===== src/common/adxl_pkg.sv =====
`default_nettype none

package adxl_pkg;

    // register mirror geometry
    localparam int mirror_bytes = 64;
    localparam int mirror_words = 16;       // 32-bit host words

    // poll command contents
    localparam logic [7:0] poll_length         = 8'h3A; // bytes read per poll
    localparam logic [7:0] pointer_start       = 8'h00; // first register of the burst
    localparam logic [7:0] pointer_write_count = 8'h01; // head byte of the pointer write

    // direction bit, user byte bit 0
    localparam logic rw_write = 1'b0;
    localparam logic rw_read  = 1'b1;

    // command FIFO sizing
    localparam int fifo_depth       = 16;
    localparam int fifo_afull_level = 13;  // room for the three bytes of one poll

    typedef enum logic [1:0] {
        idle,          // wait for a poll request
        send_pointer,  // byte count + register pointer, write direction
        send_read,     // read length, read direction
        receive        // reply bytes until tlast
    } seq_state_t;

endpackage

`default_nettype wire


===== src/common/cmd_stream_if.sv =====
`timescale 1ns/1ps
`default_nettype none

interface cmd_stream_if;

    logic [7:0] data;   // command byte
    logic [7:0] user;   // i2c address and direction
    logic       last;   // final byte of a command
    logic       wr_en;  // push strobe
    logic       afull;  // FIFO nearly full

    modport source (
        output data,
        output user,
        output last,
        output wr_en,
        input  afull
    );

    modport sink (
        input  data,
        input  user,
        input  last,
        input  wr_en,
        output afull
    );

endinterface

`default_nettype wire


===== src/logic/adxl_poller.sv =====
`timescale 1ns/1ps
`default_nettype none

module adxl_poller (
    input  logic        CLK,
    input  logic        RESET,
    // host read port
    input  logic [3:0]  raddr,
    output logic [31:0] rdata,
    // control
    input  logic [6:0]  i2c_address,
    input  logic        single_request,
    input  logic        interval_enable,
    input  logic [31:0] interval,
    output logic        request_done,
    // commands to the I2C bridge
    output logic [7:0]  m_tdata,
    output logic [7:0]  m_tuser,
    output logic        m_tvalid,
    output logic        m_tlast,
    input  logic        m_tready,
    // reply bytes from the bridge
    input  logic [7:0]  s_tdata,
    input  logic        s_tvalid,
    input  logic        s_tlast,
    output logic        s_tready
);

    logic       poll_request;
    logic       poll_single;
    logic       busy;
    logic       mirror_wr_en;
    logic [5:0] mirror_wr_addr;
    logic [7:0] mirror_wr_data;

    cmd_stream_if u_cmd ();

    poll_scheduler u_poll_scheduler (
        .CLK             (CLK),
        .RESET           (RESET),
        .single_request  (single_request),
        .interval_enable (interval_enable),
        .interval        (interval),
        .busy            (busy),
        .poll_request    (poll_request),
        .poll_single     (poll_single)
    );

    poll_sequencer u_poll_sequencer (
        .CLK          (CLK),
        .RESET        (RESET),
        .poll_request (poll_request),
        .poll_single  (poll_single),
        .i2c_address  (i2c_address),
        .busy         (busy),
        .request_done (request_done),
        .cmd          (u_cmd.source),
        .s_tdata      (s_tdata),
        .s_tvalid     (s_tvalid),
        .s_tlast      (s_tlast),
        .s_tready     (s_tready),
        .wr_en        (mirror_wr_en),
        .wr_addr      (mirror_wr_addr),
        .wr_data      (mirror_wr_data)
    );

    cmd_fifo u_cmd_fifo (
        .CLK      (CLK),
        .RESET    (RESET),
        .cmd      (u_cmd.sink),
        .m_tdata  (m_tdata),
        .m_tuser  (m_tuser),
        .m_tlast  (m_tlast),
        .m_tvalid (m_tvalid),
        .m_tready (m_tready)
    );

    reg_mirror u_reg_mirror (
        .CLK     (CLK),
        .wr_en   (mirror_wr_en),
        .wr_addr (mirror_wr_addr),
        .wr_data (mirror_wr_data),
        .raddr   (raddr),
        .rdata   (rdata)
    );

endmodule

`default_nettype wire


===== src/logic/cmd_fifo.sv =====
`timescale 1ns/1ps
`default_nettype none

module cmd_fifo (
    input  logic       CLK,
    input  logic       RESET,
    cmd_stream_if.sink cmd,
    output logic [7:0] m_tdata,
    output logic [7:0] m_tuser,
    output logic       m_tlast,
    output logic       m_tvalid,
    input  logic       m_tready
);

    logic [7:0] mem_data [adxl_pkg::fifo_depth];
    logic [7:0] mem_user [adxl_pkg::fifo_depth];
    logic       mem_last [adxl_pkg::fifo_depth];

    logic [$clog2(adxl_pkg::fifo_depth)-1:0]   wptr;
    logic [$clog2(adxl_pkg::fifo_depth)-1:0]   rptr;
    logic [$clog2(adxl_pkg::fifo_depth+1)-1:0] count;  // occupancy
    logic                                      pop;

    // head entry is the outgoing beat
    assign m_tvalid  = (count != '0);
    assign m_tdata   = mem_data[rptr];
    assign m_tuser   = mem_user[rptr];
    assign m_tlast   = mem_last[rptr];
    assign pop       = m_tvalid & m_tready;
    assign cmd.afull = (count >= adxl_pkg::fifo_afull_level);

    always_ff @(posedge CLK) begin
        if (cmd.wr_en) begin
            mem_data[wptr] <= cmd.data;
            mem_user[wptr] <= cmd.user;
            mem_last[wptr] <= cmd.last;
        end
    end

    always_ff @(posedge CLK) begin
        if (RESET) begin
            wptr  <= '0;
            rptr  <= '0;
            count <= '0;
        end else begin
            if (cmd.wr_en) begin
                wptr <= wptr + 1'b1;  // natural wrap, depth is a power of two
            end
            if (pop) begin
                rptr <= rptr + 1'b1;
            end
            case ({cmd.wr_en, pop})
                2'b10:   count <= count + 1'b1;
                2'b01:   count <= count - 1'b1;
                default: count <= count;
            endcase
        end
    end

    // the sequencer relies on afull leaving enough slack
    a_no_write_when_full : assert property (
        @(posedge CLK) disable iff (RESET)
        cmd.wr_en |-> (count != adxl_pkg::fifo_depth)
    ) else $error("command FIFO written while full");

endmodule

`default_nettype wire


===== src/logic/reg_mirror.sv =====
`timescale 1ns/1ps
`default_nettype none

module reg_mirror (
    input  logic        CLK,
    input  logic        wr_en,
    input  logic [5:0]  wr_addr,
    input  logic [7:0]  wr_data,
    input  logic [3:0]  raddr,
    output logic [31:0] rdata
);

    // byte lanes of each host word, lane 0 = bits 7:0
    logic [adxl_pkg::mirror_bytes/adxl_pkg::mirror_words-1:0][7:0]
        mem [adxl_pkg::mirror_words] = '{default: '0};

    logic [31:0] rd_stage;  // first read stage

    always_ff @(posedge CLK) begin
        if (wr_en) begin
            mem[wr_addr[5:2]][wr_addr[1:0]] <= wr_data;  // word b/4, lane b mod 4
        end
    end

    // two register stages on the host side
    always_ff @(posedge CLK) begin
        rd_stage <= mem[raddr];
        rdata    <= rd_stage;
    end

endmodule

`default_nettype wire


===== src/poll/poll_scheduler.sv =====
`timescale 1ns/1ps
`default_nettype none

module poll_scheduler (
    input  logic        CLK,
    input  logic        RESET,
    input  logic        single_request,
    input  logic        interval_enable,
    input  logic [31:0] interval,
    input  logic        busy,
    output logic        poll_request,
    output logic        poll_single
);

    logic [31:0] count;        // interval down-counter
    logic        hold;         // a poll is pending or running
    logic        single_fire;
    logic        timer_fire;

    // the pulse itself counts as pending, busy rises one cycle later
    assign hold        = busy | poll_request;
    assign single_fire = single_request & ~hold;
    assign timer_fire  = interval_enable & ~hold & (count == '0);

    always_ff @(posedge CLK) begin
        if (RESET) begin
            poll_request <= 1'b0;
            poll_single  <= 1'b0;
            count        <= interval;
        end else begin
            poll_request <= single_fire | timer_fire;
            poll_single  <= single_fire;  // tag for request_done
            if (!interval_enable || hold) begin
                count <= interval;        // reload
            end else if (count != '0) begin
                count <= count - 32'd1;
            end
        end
    end

    // a new poll must wait for the sequencer to return to idle
    a_no_request_while_busy : assert property (
        @(posedge CLK) disable iff (RESET)
        poll_request |-> !busy
    ) else $error("poll request raised while sequencer busy");

endmodule

`default_nettype wire


===== src/poll/poll_sequencer.sv =====
`timescale 1ns/1ps
`default_nettype none

module poll_sequencer (
    input  logic               CLK,
    input  logic               RESET,
    input  logic               poll_request,
    input  logic               poll_single,
    input  logic [6:0]         i2c_address,
    output logic               busy,
    output logic               request_done,
    cmd_stream_if.source       cmd,
    input  logic [7:0]         s_tdata,
    input  logic               s_tvalid,
    input  logic               s_tlast,
    output logic               s_tready,
    output logic               wr_en,
    output logic [5:0]         wr_addr,
    output logic [7:0]         wr_data
);

    adxl_pkg::seq_state_t state;

    logic       ptr_cnt;    // 0 = byte count, 1 = pointer
    logic       single_q;   // current poll came from single_request
    logic [5:0] rx_addr;    // mirror byte address
    logic       rx_accept;

    assign busy      = (state != adxl_pkg::idle);
    assign s_tready  = (state == adxl_pkg::receive);
    assign rx_accept = s_tready & s_tvalid;

    // reply bytes go straight to the mirror
    assign wr_en   = rx_accept;
    assign wr_addr = rx_addr;
    assign wr_data = s_tdata;

    always_ff @(posedge CLK) begin
        if (RESET) begin
            state        <= adxl_pkg::idle;
            ptr_cnt      <= 1'b0;
            single_q     <= 1'b0;
            rx_addr      <= '0;
            cmd.wr_en    <= 1'b0;
            request_done <= 1'b0;
        end else begin
            cmd.wr_en    <= 1'b0;
            request_done <= 1'b0;
            case (state)
                adxl_pkg::idle: begin
                    if (poll_request) begin
                        state    <= adxl_pkg::send_pointer;
                        ptr_cnt  <= 1'b0;
                        single_q <= poll_single;
                        rx_addr  <= 6'(adxl_pkg::pointer_start);
                    end
                end
                adxl_pkg::send_pointer: begin
                    if (!cmd.afull) begin
                        cmd.wr_en <= 1'b1;
                        ptr_cnt   <= 1'b1;
                        if (ptr_cnt) begin
                            state <= adxl_pkg::send_read;
                        end
                    end
                end
                adxl_pkg::send_read: begin
                    if (!cmd.afull) begin
                        cmd.wr_en <= 1'b1;
                        state     <= adxl_pkg::receive;
                    end
                end
                adxl_pkg::receive: begin
                    if (rx_accept) begin
                        rx_addr <= rx_addr + 6'd1;  // wraps at 64
                        if (s_tlast) begin
                            state        <= adxl_pkg::idle;
                            request_done <= single_q;
                        end
                    end
                end
                default: state <= adxl_pkg::idle;
            endcase
        end
    end

    // command payload, only sampled by the FIFO when wr_en is set
    always_ff @(posedge CLK) begin
        if (state == adxl_pkg::send_pointer) begin
            cmd.data <= ptr_cnt ? adxl_pkg::pointer_start : adxl_pkg::pointer_write_count;
            cmd.user <= {i2c_address, adxl_pkg::rw_write};
            cmd.last <= ptr_cnt;
        end else if (state == adxl_pkg::send_read) begin
            cmd.data <= adxl_pkg::poll_length;
            cmd.user <= {i2c_address, adxl_pkg::rw_read};
            cmd.last <= 1'b1;
        end
    end

endmodule

`default_nettype wire


===== config.mk =====
export PLATFORM = sky130hd
export DESIGN_NAME = adxl_poller
export DESIGN_NICKNAME = d
export VERILOG_FILES = /design/src/common/adxl_pkg.sv /design/src/common/cmd_stream_if.sv /design/src/logic/adxl_poller.sv /design/src/logic/cmd_fifo.sv /design/src/logic/reg_mirror.sv /design/src/poll/poll_scheduler.sv /design/src/poll/poll_sequencer.sv
export SDC_FILE = /design/constraint.sdc
export NUM_CORES = 1
export LEC_CHECK = 0
export ABC_AREA = 1
export ABC_CLOCK_PERIOD_IN_PS = 4700
export BUFFER_PORTS_ARGS = -buffer_cell sky130_fd_sc_hd__buf_2
export CAP_MARGIN = 10
export CORE_ASPECT_RATIO = 1.2
export CORE_UTILIZATION = 35
export CTS_CLUSTER_SIZE = 10
export DETAILED_ROUTE_END_ITERATION = 10
export GPL_ROUTABILITY_DRIVEN = 0
export PLACE_DENSITY_LB_ADDON = 0.1
export SKIP_LAST_GASP = 1
export SYNTH_ARGS = -nofsm -noshare
export SYNTH_HDL_FRONTEND = slang
export SYNTH_HIERARCHICAL = 1
export SYNTH_SLANG_ARGS = --single-unit
export TNS_END_PERCENT = 50

===== constraint.sdc =====
create_clock -name CLK -period 4.7 [get_ports CLK]
set_clock_uncertainty 0.1 [all_clocks]
set_input_delay 1.175 -clock CLK [delete_from_list [all_inputs] [get_ports CLK]]
set_output_delay 1.175 -clock CLK [all_outputs]
set_load 0.01 [all_outputs]

**Word-level counts from Yosys, hierarchy flattened**

Memories as Yosys holds them, arrays and structs flattened. A register that Yosys moved wholly into a read port is not among the register bits.
Index checks and enable logic that the tools add are counted.

- $add $sub $neg: 6
- $lt $le $gt $ge: 3
- Equality and inequality tests: 11
- Muxes and demuxes: 37
- Bitwise gates (word level): 12
- Reductions and logical operators: 20

Operators with widths:

| operator | number |
|---|---|
| 32-bit two-way mux | 4 |
| 8-bit two-way mux | 5 |
| 32-bit zero test | 1 |
| 32-bit nonzero test | 1 |
| 32-bit by 1-bit subtractor with 32-bit output, second input constant | 1 |
| 4-bit two-way mux | 6 |
| 8-bit demux with 2-bit select | 1 |
| 2-bit two-way mux | 6 |
| 6-bit two-way mux | 2 |
| 6-bit one-hot mux with 2 select lines | 1 |
| 2-bit inequality test, second input constant | 5 |
| 5-bit one-hot mux with 2 select lines | 1 |
| 2-bit nonzero test | 5 |
| 1-bit two-way mux | 9 |
| 4-bit by 1-bit adder with 4-bit output, second input constant | 2 |
| 2-bit one-hot mux with 4 select lines | 1 |
| 6-bit by 1-bit adder with 6-bit output, second input constant | 1 |
| 2-bit == test, second input constant | 3 |
| 3-bit AND reduction | 2 |
| 6-bit AND reduction | 1 |
| 5-bit by 1-bit adder with 5-bit output, second input constant | 1 |
| 1-bit bitwise AND | 5 |
| 5-bit by 4-bit >= comparator with 1-bit output, second input constant | 1 |
| 1-bit inverter | 5 |
| other kinds (16) | 19 |

- Flip-flop bits (word level): 108
- Bits in writable memories: 784
- Input bits: 58
- Output and inout bits: 52
- Word-level logic and storage cells: 110
- Memories: 4

Memory list:

| memory | words | width | rd ports | clocked after memory_dff | write ports | RTL line | text |
|---|---|---|---|---|---|---|---|
| u_reg_mirror.mem | 16 | 32 | 1 | 1 | 1 | reg_mirror.sv:15 | `mem [adxl_pkg::mirror_words] = '{default: '0};` |
| u_cmd_fifo.mem_data | 16 | 8 | 1 | 1 | 1 | cmd_fifo.sv:15 | `logic [7:0] mem_data [adxl_pkg::fifo_depth];` |
| u_cmd_fifo.mem_user | 16 | 8 | 1 | 1 | 1 | cmd_fifo.sv:16 | `logic [7:0] mem_user [adxl_pkg::fifo_depth];` |
| u_cmd_fifo.mem_last | 16 | 1 | 1 | 1 | 1 | cmd_fifo.sv:17 | `logic mem_last [adxl_pkg::fifo_depth];` |

**Logic depth before layout (Yosys ltp)**

Gate-level depths: netlist of run 1.

- Word-level depth: 6
- Depth in mapped cells: 18
- Mapped depth without buffers: 17

**By module**

The synthesis of run 1 kept the hierarchy.

Modules (own cells, without submodules):

| module | times used | cells an instance | area each (µm²) | sequential area each (µm²) |
|---|---|---|---|---|
| reg_mirror | 1 | 2229 | 23721.5 | 16656.0 |
| cmd_fifo | 1 | 996 | 12084.1 | 8508.2 |
| poll_scheduler | 1 | 329 | 2493.6 | 1001.0 |
| poll_sequencer | 1 | 148 | 1238.7 | 560.5 |

**Worst setup path before layout of run 1**

Ideal clock, no wire load.

- Kind: input -> register
- Start point: input RESET
- End point: register u_poll_scheduler.count[0] (enable)
- Setup time: 0.637 ns
- Arrival time: 2.551 ns
- Required time: 3.963 ns
- Path slack: 1.412 ns
- Stages on the path: 5
- Buffers on the path: 1
- Path through: inv_1 nand3_2 inv_2 buf_2 nand4_1

- Cells in the longest elaborated chain, start to end: 1

Ends and longest elaborated chain:

| element | RTL line | text |
|---|---|---|
| from (decl) | adxl_poller.sv:6 | `input logic RESET,` |
| 3-bit nonzero test (no source line) | n/a |  |
| to (signal assigned) | poll_scheduler.sv:29 | `count <= interval;` |
| to (signal assigned) | poll_scheduler.sv:34 | `count <= interval;` |
| to (signal assigned) | poll_scheduler.sv:36 | `count <= count - 32'd1;` |
| to (decl) | poll_scheduler.sv:15 | `logic [31:0] count;` |

Every way passes these cells.
A chain may end at the register's enable or synchronous reset.

==> results of run 1 <==
stage by stage:
stage | hold slack, ps | total power [W] | instances | worst slack [ps]
2_1_floorplan | 210 | 0.0120 | 3704 | 1410
3_3_place_gp | 218 | 0.0130 | 5211 | 1090
3_5_place_dp | 215 | 0.0130 | 5211 | 1070
4_1_cts | 229 | 0.0206 | 5403 | 768
5_1_grt | 229 | 0.0212 | 5403 | 622
6_report | 225 | 0.0203 | 5403 | 862
layout by cell type, fill, tap and decap left out, types with 3 or more instances in the layout:
cell       netlist  layout
nand2_1        910     910
edfxtp_1       826     826
inv_1          622     621
nand3_1        528     528
nor2_1         160     144
clkbuf_16        0     107
buf_2           49     107
dfxtp_1         96      93
a21oi_1         88      88
buf_4           23      81
clkbuf_1        40      76
o211ai_1        60      60
o21ai_1         51      51
o21ai_0         39      39
nor2_2           9      22
ha_1            14      14
or2_2           14      14
nand4_1         13      13
nor2_4           8      11
xor2_1          11      11
nand2_2         10      10
buf_12           2       9
o211ai_2         8       8
inv_2            8       8
nand2_4          6       6
clkinv_1         3       4
xnor2_1          4       4
inv_6            1       3
clkbuf_8         0       3
a21oi_2          3       3
mux2i_1          3       3
conb_1           1       3
worst paths after layout:
kind | from | to | slack, ps | cells past startpoint
setup / recovery | flip-flop | m_tdata[1] | 860 | 7
hold / removal | u_reg_mirror/rd_stage[20] | u_reg_mirror/rdata[20] | 230 | 0
setup reg to reg | u_poll_sequencer/state[0] | u_reg_mirror/mem[2][5] | 1980 | 7
hold reg to reg | u_reg_mirror/rd_stage[20] | u_reg_mirror/rdata[20] | 230 | 0
layer usage:
metal	global-route usage, %	vias to the layer above
met3	2.59	155
met4	6.25	0
li1	-	12400
met2	32.3	509
met1	24.8	12300
met5	0	-
sequential cells by signal, indices dropped and copies added (netlist names), named ones only:
signal and flops:
u_reg_mirror/mem 512, u_cmd_fifo/mem_data 128, u_cmd_fifo/mem_user 128, u_poll_scheduler/count 32, u_reg_mirror/rd_stage 32, u_reg_mirror/rdata 32, u_cmd_fifo/mem_last 16, u_poll_sequencer/cmd.user 8
u_poll_sequencer/wr_addr 6, u_cmd_fifo/count 5, u_cmd_fifo/rptr 4, u_cmd_fifo/wptr 4, u_poll_sequencer/cmd.data 2, u_poll_sequencer/state 2, u_poll_scheduler/poll_request 1, u_poll_scheduler/poll_single 1
u_poll_sequencer/cmd.last 1, u_poll_sequencer/cmd.wr_en 1, u_poll_sequencer/ptr_cnt 1, u_poll_sequencer/request_done 1, u_poll_sequencer/single_q 1
cells by family (layout without fill, tap and decap cells):
| group | after synthesis | count (layout) | synth area share [%] |
|---|---|---|---|
| AOI/OAI and AO/OA | 256 | 256 | 3.87 |
| xor gates and xnor gates | 15 | 15 | 0.332 |
| adders and majority gates | 14 | 14 | 0.443 |
| buffers and inverters | 821 | 1024 | 9.38 |
| DFF | 922 | 922 | 67.6 |
| muxes | 4 | 4 | 0.104 |
| other | 1 | 3 | 0.00948 |
| and+or+nand+nor | 1669 | 1669 | 18.3 |
critical path, cell delays in order, from the launching register on:
cell and delay (ps):
dfxtp_4 630, buf_4 400, nand2_1 90, o211ai_1 80
nand3_1 240, nand3_1 150, nand2_1 90, buf_2 140
cell type report:
| class | instances | area [um2] | area share (%) |
|---|---|---|---|
| Clock buffer | 185 | 2990 | 6.71 |
| Multi-Input combinational cell | 1961 | 9170 | 20.6 |
| Tap cell | 1496 | 1870 | 4.20 |
| Timing Repair Buffer | 198 | 1340 | 3.00 |
| Clock inverter | 7 | 51.3 | 0.115 |
| Sequential cell | 922 | 26700 | 60.0 |
| Inverter | 634 | 2390 | 5.37 |
power breakdown:
part	total [W]	leakage (nW)	switching (W)	internal, W
Clock	0.00747	1.45	0.00321	0.00426
Combinational	0.00284	8.23	0.00194	0.000902
Sequential	0.00996	8.28	0.000444	0.00952
==> flow_metrics.tcl, run 1 <==
set metrics [dict create \
    wl_met2_mm 53.1 \
    clock-root-buffer "clkbuf_16" \
    antenna_found_initial 0 \
    cts_buffers 105 \
    setup_tns_ps 0 \
    maxUsedRoutingLayer "met4" \
    cts_setup_buffers 0 \
    path_max_fanout 40 \
    grt.total_usage_pct 19.0 \
    finalHoldViolations 0 \
    min_period_ps 3840 \
    fillers 11000 \
    cts.reportedPaths.clkPinSlew_ps 60 \
    yosysTopAreaCellShare_pct 62.7 \
    p_leak_nw 18.0 \
    clockBufferDepth 3 \
    drt-initial-drc-count 1864 \
    min_path_type "flip-flop to flip-flop" \
    drtPass1Iterations 5 \
    synth.area.top_cells "edfxtp_1, nand2_1, nand3_1" \
    rows 134 \
    cp-end-kind "primary output" \
    initial_core_util_pct 35.4 \
    post-route-period-util_pct 81.7 \
    die_h_um 370 \
    worst-setup-path-type "flip-flop to primary output" \
    syn_area_per_cell_um2 10.7 \
    synth-edff-count 826 \
    die_x_um 309 \
    m1WireLength_mm 47.7 \
    post_cts_resized 0 \
    grt_pass1_vias 24900 \
    place_hpwl_mm 65.0 \
    cts_hold_buffers 0 \
    yosys_warnings 6 \
    status "finished clean" \
    crit_required_ps 3420 \
    ys.flop_type "edfxtp_1" \
    vias 25300 \
    wl_per_cell_um 20.0 \
    wl_met3_mm 4.09 \
    routed_wl_mm 108 \
    grt-ovfl-total 0 \
    ys_ff_latch 922 \
    start_kind "flip-flop" \
    synth-seq-area-share_pct 67.6 \
    final_nets 3894 \
    placed_area_um2 41500 \
    cts_tree "built" \
    critPathArrivalTime_ps 2560 \
    postLayoutCoreUtil_pct 39.9 \
    maxCapViolations 0 \
    yosysMostFrequentCell "nand2_1" \
    p_per_area_nw_per_um2 455 \
    grt_max_degree 98 \
    io_buffer_count 109 \
    post_route_cells_drive_above_1_share_pct 10.5 \
    postRouteAntennaNets 0 \
    synth_common_cells "nand2_1, edfxtp_1, inv_1" \
    synthArstFlopShare_pct 0 \
    max-vdd-ir-drop_v 0.000271 \
    cts.sinks 922 \
    ys_types 47 \
    core_um2 112000 \
    drc 0 \
    rsz0062_at_grt "no" \
    worstMarginPinSlew_ps 1320 \
    stdcell_area_um2 44500 \
    maxSlewViolCount 0 \
    synth_top_area_cell "edfxtp_1" \
    die_area_um2 114000 \
    synthCells 3702 \
    clk_latency_ps 700 \
    grt_first_pass_wirelength_mm 161 \
    netlist_area_um2 39500 \
    diodes 0 \
    area_growth_pct 12.7 \
    setup_viol 0 \
    slew_headroom_pct 12.2 \
    htreeDepth 3 \
    fmax_mhz 261 \
    routed_via_density 4.69 \
    io_pins 110 \
]
(Power assumes the default switching activity.)
==> run 2, diff against run 1 <==
--- a/config.mk
+++ b/config.mk
@@ -6,7 +6,7 @@
 export NUM_CORES = 1
 export LEC_CHECK = 0
 export ABC_AREA = 1
-export ABC_CLOCK_PERIOD_IN_PS = 4700
+export ABC_CLOCK_PERIOD_IN_PS = 3250
 export BUFFER_PORTS_ARGS = -buffer_cell sky130_fd_sc_hd__buf_2
 export CAP_MARGIN = 10
 export CORE_ASPECT_RATIO = 1.2
==> constraint.sdc (replaced) <==
create_clock -name CLK -period 3.25 [get_ports CLK]
set_clock_uncertainty 0.1 [all_clocks]
set_input_delay 0.8125 -clock CLK [delete_from_list [all_inputs] [get_ports CLK]]
set_output_delay 0.8125 -clock CLK [all_outputs]
set_load 0.01 [all_outputs]
==> run 2 against run 1 <==
Compared with the run above:
- wire length down 4.3%
- critical path depth down 1
- worst hold slack better by 1.5 ps
- sequential power up 44%
==> flow_metrics.tcl, run 2 (same netlist as run 1, synthesis figures left out) <==
set metrics [dict create \
    antenna_found_initial 0 \
    finalHoldViolations 0 \
    clock-root-buffer "clkbuf_16" \
    gr-usage-met1_pct 24.1 \
    path_max_fanout 72 \
    layout_commonest_cell "nand2_1" \
    post_route_cells_drive_above_1_share_pct 12.0 \
    die_h_um 370 \
    fmax_mhz 317 \
    grt-busiest-layer "met2" \
    clockBufferDepth 3 \
    placed_area_um2 42100 \
    maxSlewViolCount 0 \
    grtUsageMet3_pct 2.24 \
    post-route-period-util_pct 97.1 \
    post-place-cells 5263 \
    io_pins 110 \
    crit_required_ps 2340 \
    p_sw_w 0.00815 \
    initial_core_util_pct 35.4 \
    status "finished clean" \
    p_leak_nw 18.4 \
    htreeDepth 3 \
    clk_latency_ps 700 \
    cts_tree "built" \
    grt_first_pass_wirelength_mm 157 \
    drc 0 \
    min_path_type "flip-flop to flip-flop" \
    rsz0062_at_grt "yes" \
    grt.total_usage_pct 18.4 \
    dp_worst_setup_slack_ps 568 \
    power.internal_w 0.0217 \
    maxCapViolations 0 \
    max-vdd-ir-drop_v 0.000438 \
    drt-initial-drc-count 1721 \
    stdcell_area_um2 45300 \
    drtPass1Iterations 7 \
    netSwitchingFraction_pct 27.3 \
    area_growth_pct 14.7 \
    cts_buffers 107 \
    postRouteAntennaNets 0 \
    grt_use_met2_pct 31.4 \
    grt_pass1_vias 25300 \
    p_per_area_nw_per_um2 658 \
    cts.reportedPaths.clkPinSlew_ps 50 \
    worst-setup-path-type "flip-flop to primary output" \
    power_frac_seq_pct 48.0 \
    p_clk_share_pct 37.7 \
    cp-end-kind "primary output" \
    die_area_um2 114000 \
    core_um2 112000 \
    vias 25300 \
    die_x_um 309 \
    critPathArrivalTime_ps 2240 \
    start_kind "flip-flop" \
    cts.sinks 922 \
    grt-ovfl-total 0 \
    postLayoutCoreUtil_pct 40.6 \
    min_period_ps 3160 \
    rows 134 \
    routed_via_density 4.62 \
    worstMarginPinSlew_ps 736 \
    final_cells 5467 \
    final_cell_mix "nand2_1, edfxtp_1, inv_1, nand3_1, nor2_1" \
    cts_hold_buffers 0 \
    pwr-share-comb_pct 14.3 \
    slew_headroom_pct 51.0 \
    wl_per_cell_um 18.9 \
    routed_wl_mm 103 \
    io_buffer_count 109 \
    grt_max_degree 102 \
    largest_register_ffs 512 \
    final_nets 3949 \
    whs_ps 227 \
    fin_ws_ps 93.8 \
    setup_viol 0 \
    place_hpwl_mm 61.7 \
]
[run 2: cell count changes in the layout (fill, tap and decap cells not counted), sizes merged]
cell,change
buf,+53
clkbuf,+9
clkinv,+3
clkinvlp,-1
diode,+1
inv,-1
[run 2: layer usage]
| metal | vias to the layer above | part of all wire [%] |
|---|---|---|
| li1 | 12500 | - |
| met1 | 12100 | 45 |
| met2 | 441 | 49 |
| met3 | 159 | 3.5 |
| met4 | 0 | 2.7 |
| met5 | - | 0 |
[run 2: path summary, 6_finish.rpt]
check,start,endpoint,slack (ps),cells past startpoint
worst min-delay path,u_reg_mirror/rd_stage[25],u_reg_mirror/rdata[25],230,0
worst min register to register,u_reg_mirror/rd_stage[25],u_reg_mirror/rdata[25],230,0
worst max register to register,u_cmd_fifo/count[0],u_cmd_fifo/count[4],780,16
worst max-delay path,flip-flop,m_tdata[4],90,6
[run 2: layout make-up]
| cell class | instances | area [um2] |
|---|---|---|
| clock inverters | 8 | 83.8 |
| well taps | 1496 | 1870 |
| diodes | 1 | 2.50 |
| fillers | 10900 | 66300 |
| inverters | 634 | 2390 |
| flip-flops and latches | 922 | 26700 |
| repair buffers | 251 | 1940 |
| clock buffers | 194 | 3170 |
| multi-input cells | 1961 | 9150 |
[run 2: per-stage QoR]
step | TNS, ps | power, W
after floorplan | 0 | 0.0174
after global placement | 0 | 0.0189
after detailed placement | 0 | 0.0189
after CTS | 0 | 0.0303
after global routing | -116 | 0.0313
final | 0 | 0.0298
[run 2: power groups by stage]
stage	Combinational, W	Clock (W)	Sequential, W
after detailed placement	0.00434	0	0.0146
after global placement	0.00434	0	0.0146
after CTS	0.00438	0.0116	0.0143
after global routing	0.00485	0.0120	0.0144
final	0.00428	0.0112	0.0143
after floorplan	0.00309	0	0.0143
[run 2: critical path, cell delays in order (launching register included)]
cell and delay [ps]:
dfxtp_4 490, buf_16 280, o211ai_1 140, nand3_1 120, nand3_1 180, nand2_1 140
buf_2 130
[run 2: timing repair]
item                                    4_1_cts  5_1_grt
resized for setup                             1        0
buffers inserted                              1        0
endpoints found under the setup margin        5        4
pin swaps                                     0        0
endpoints found under the hold margin         0        0
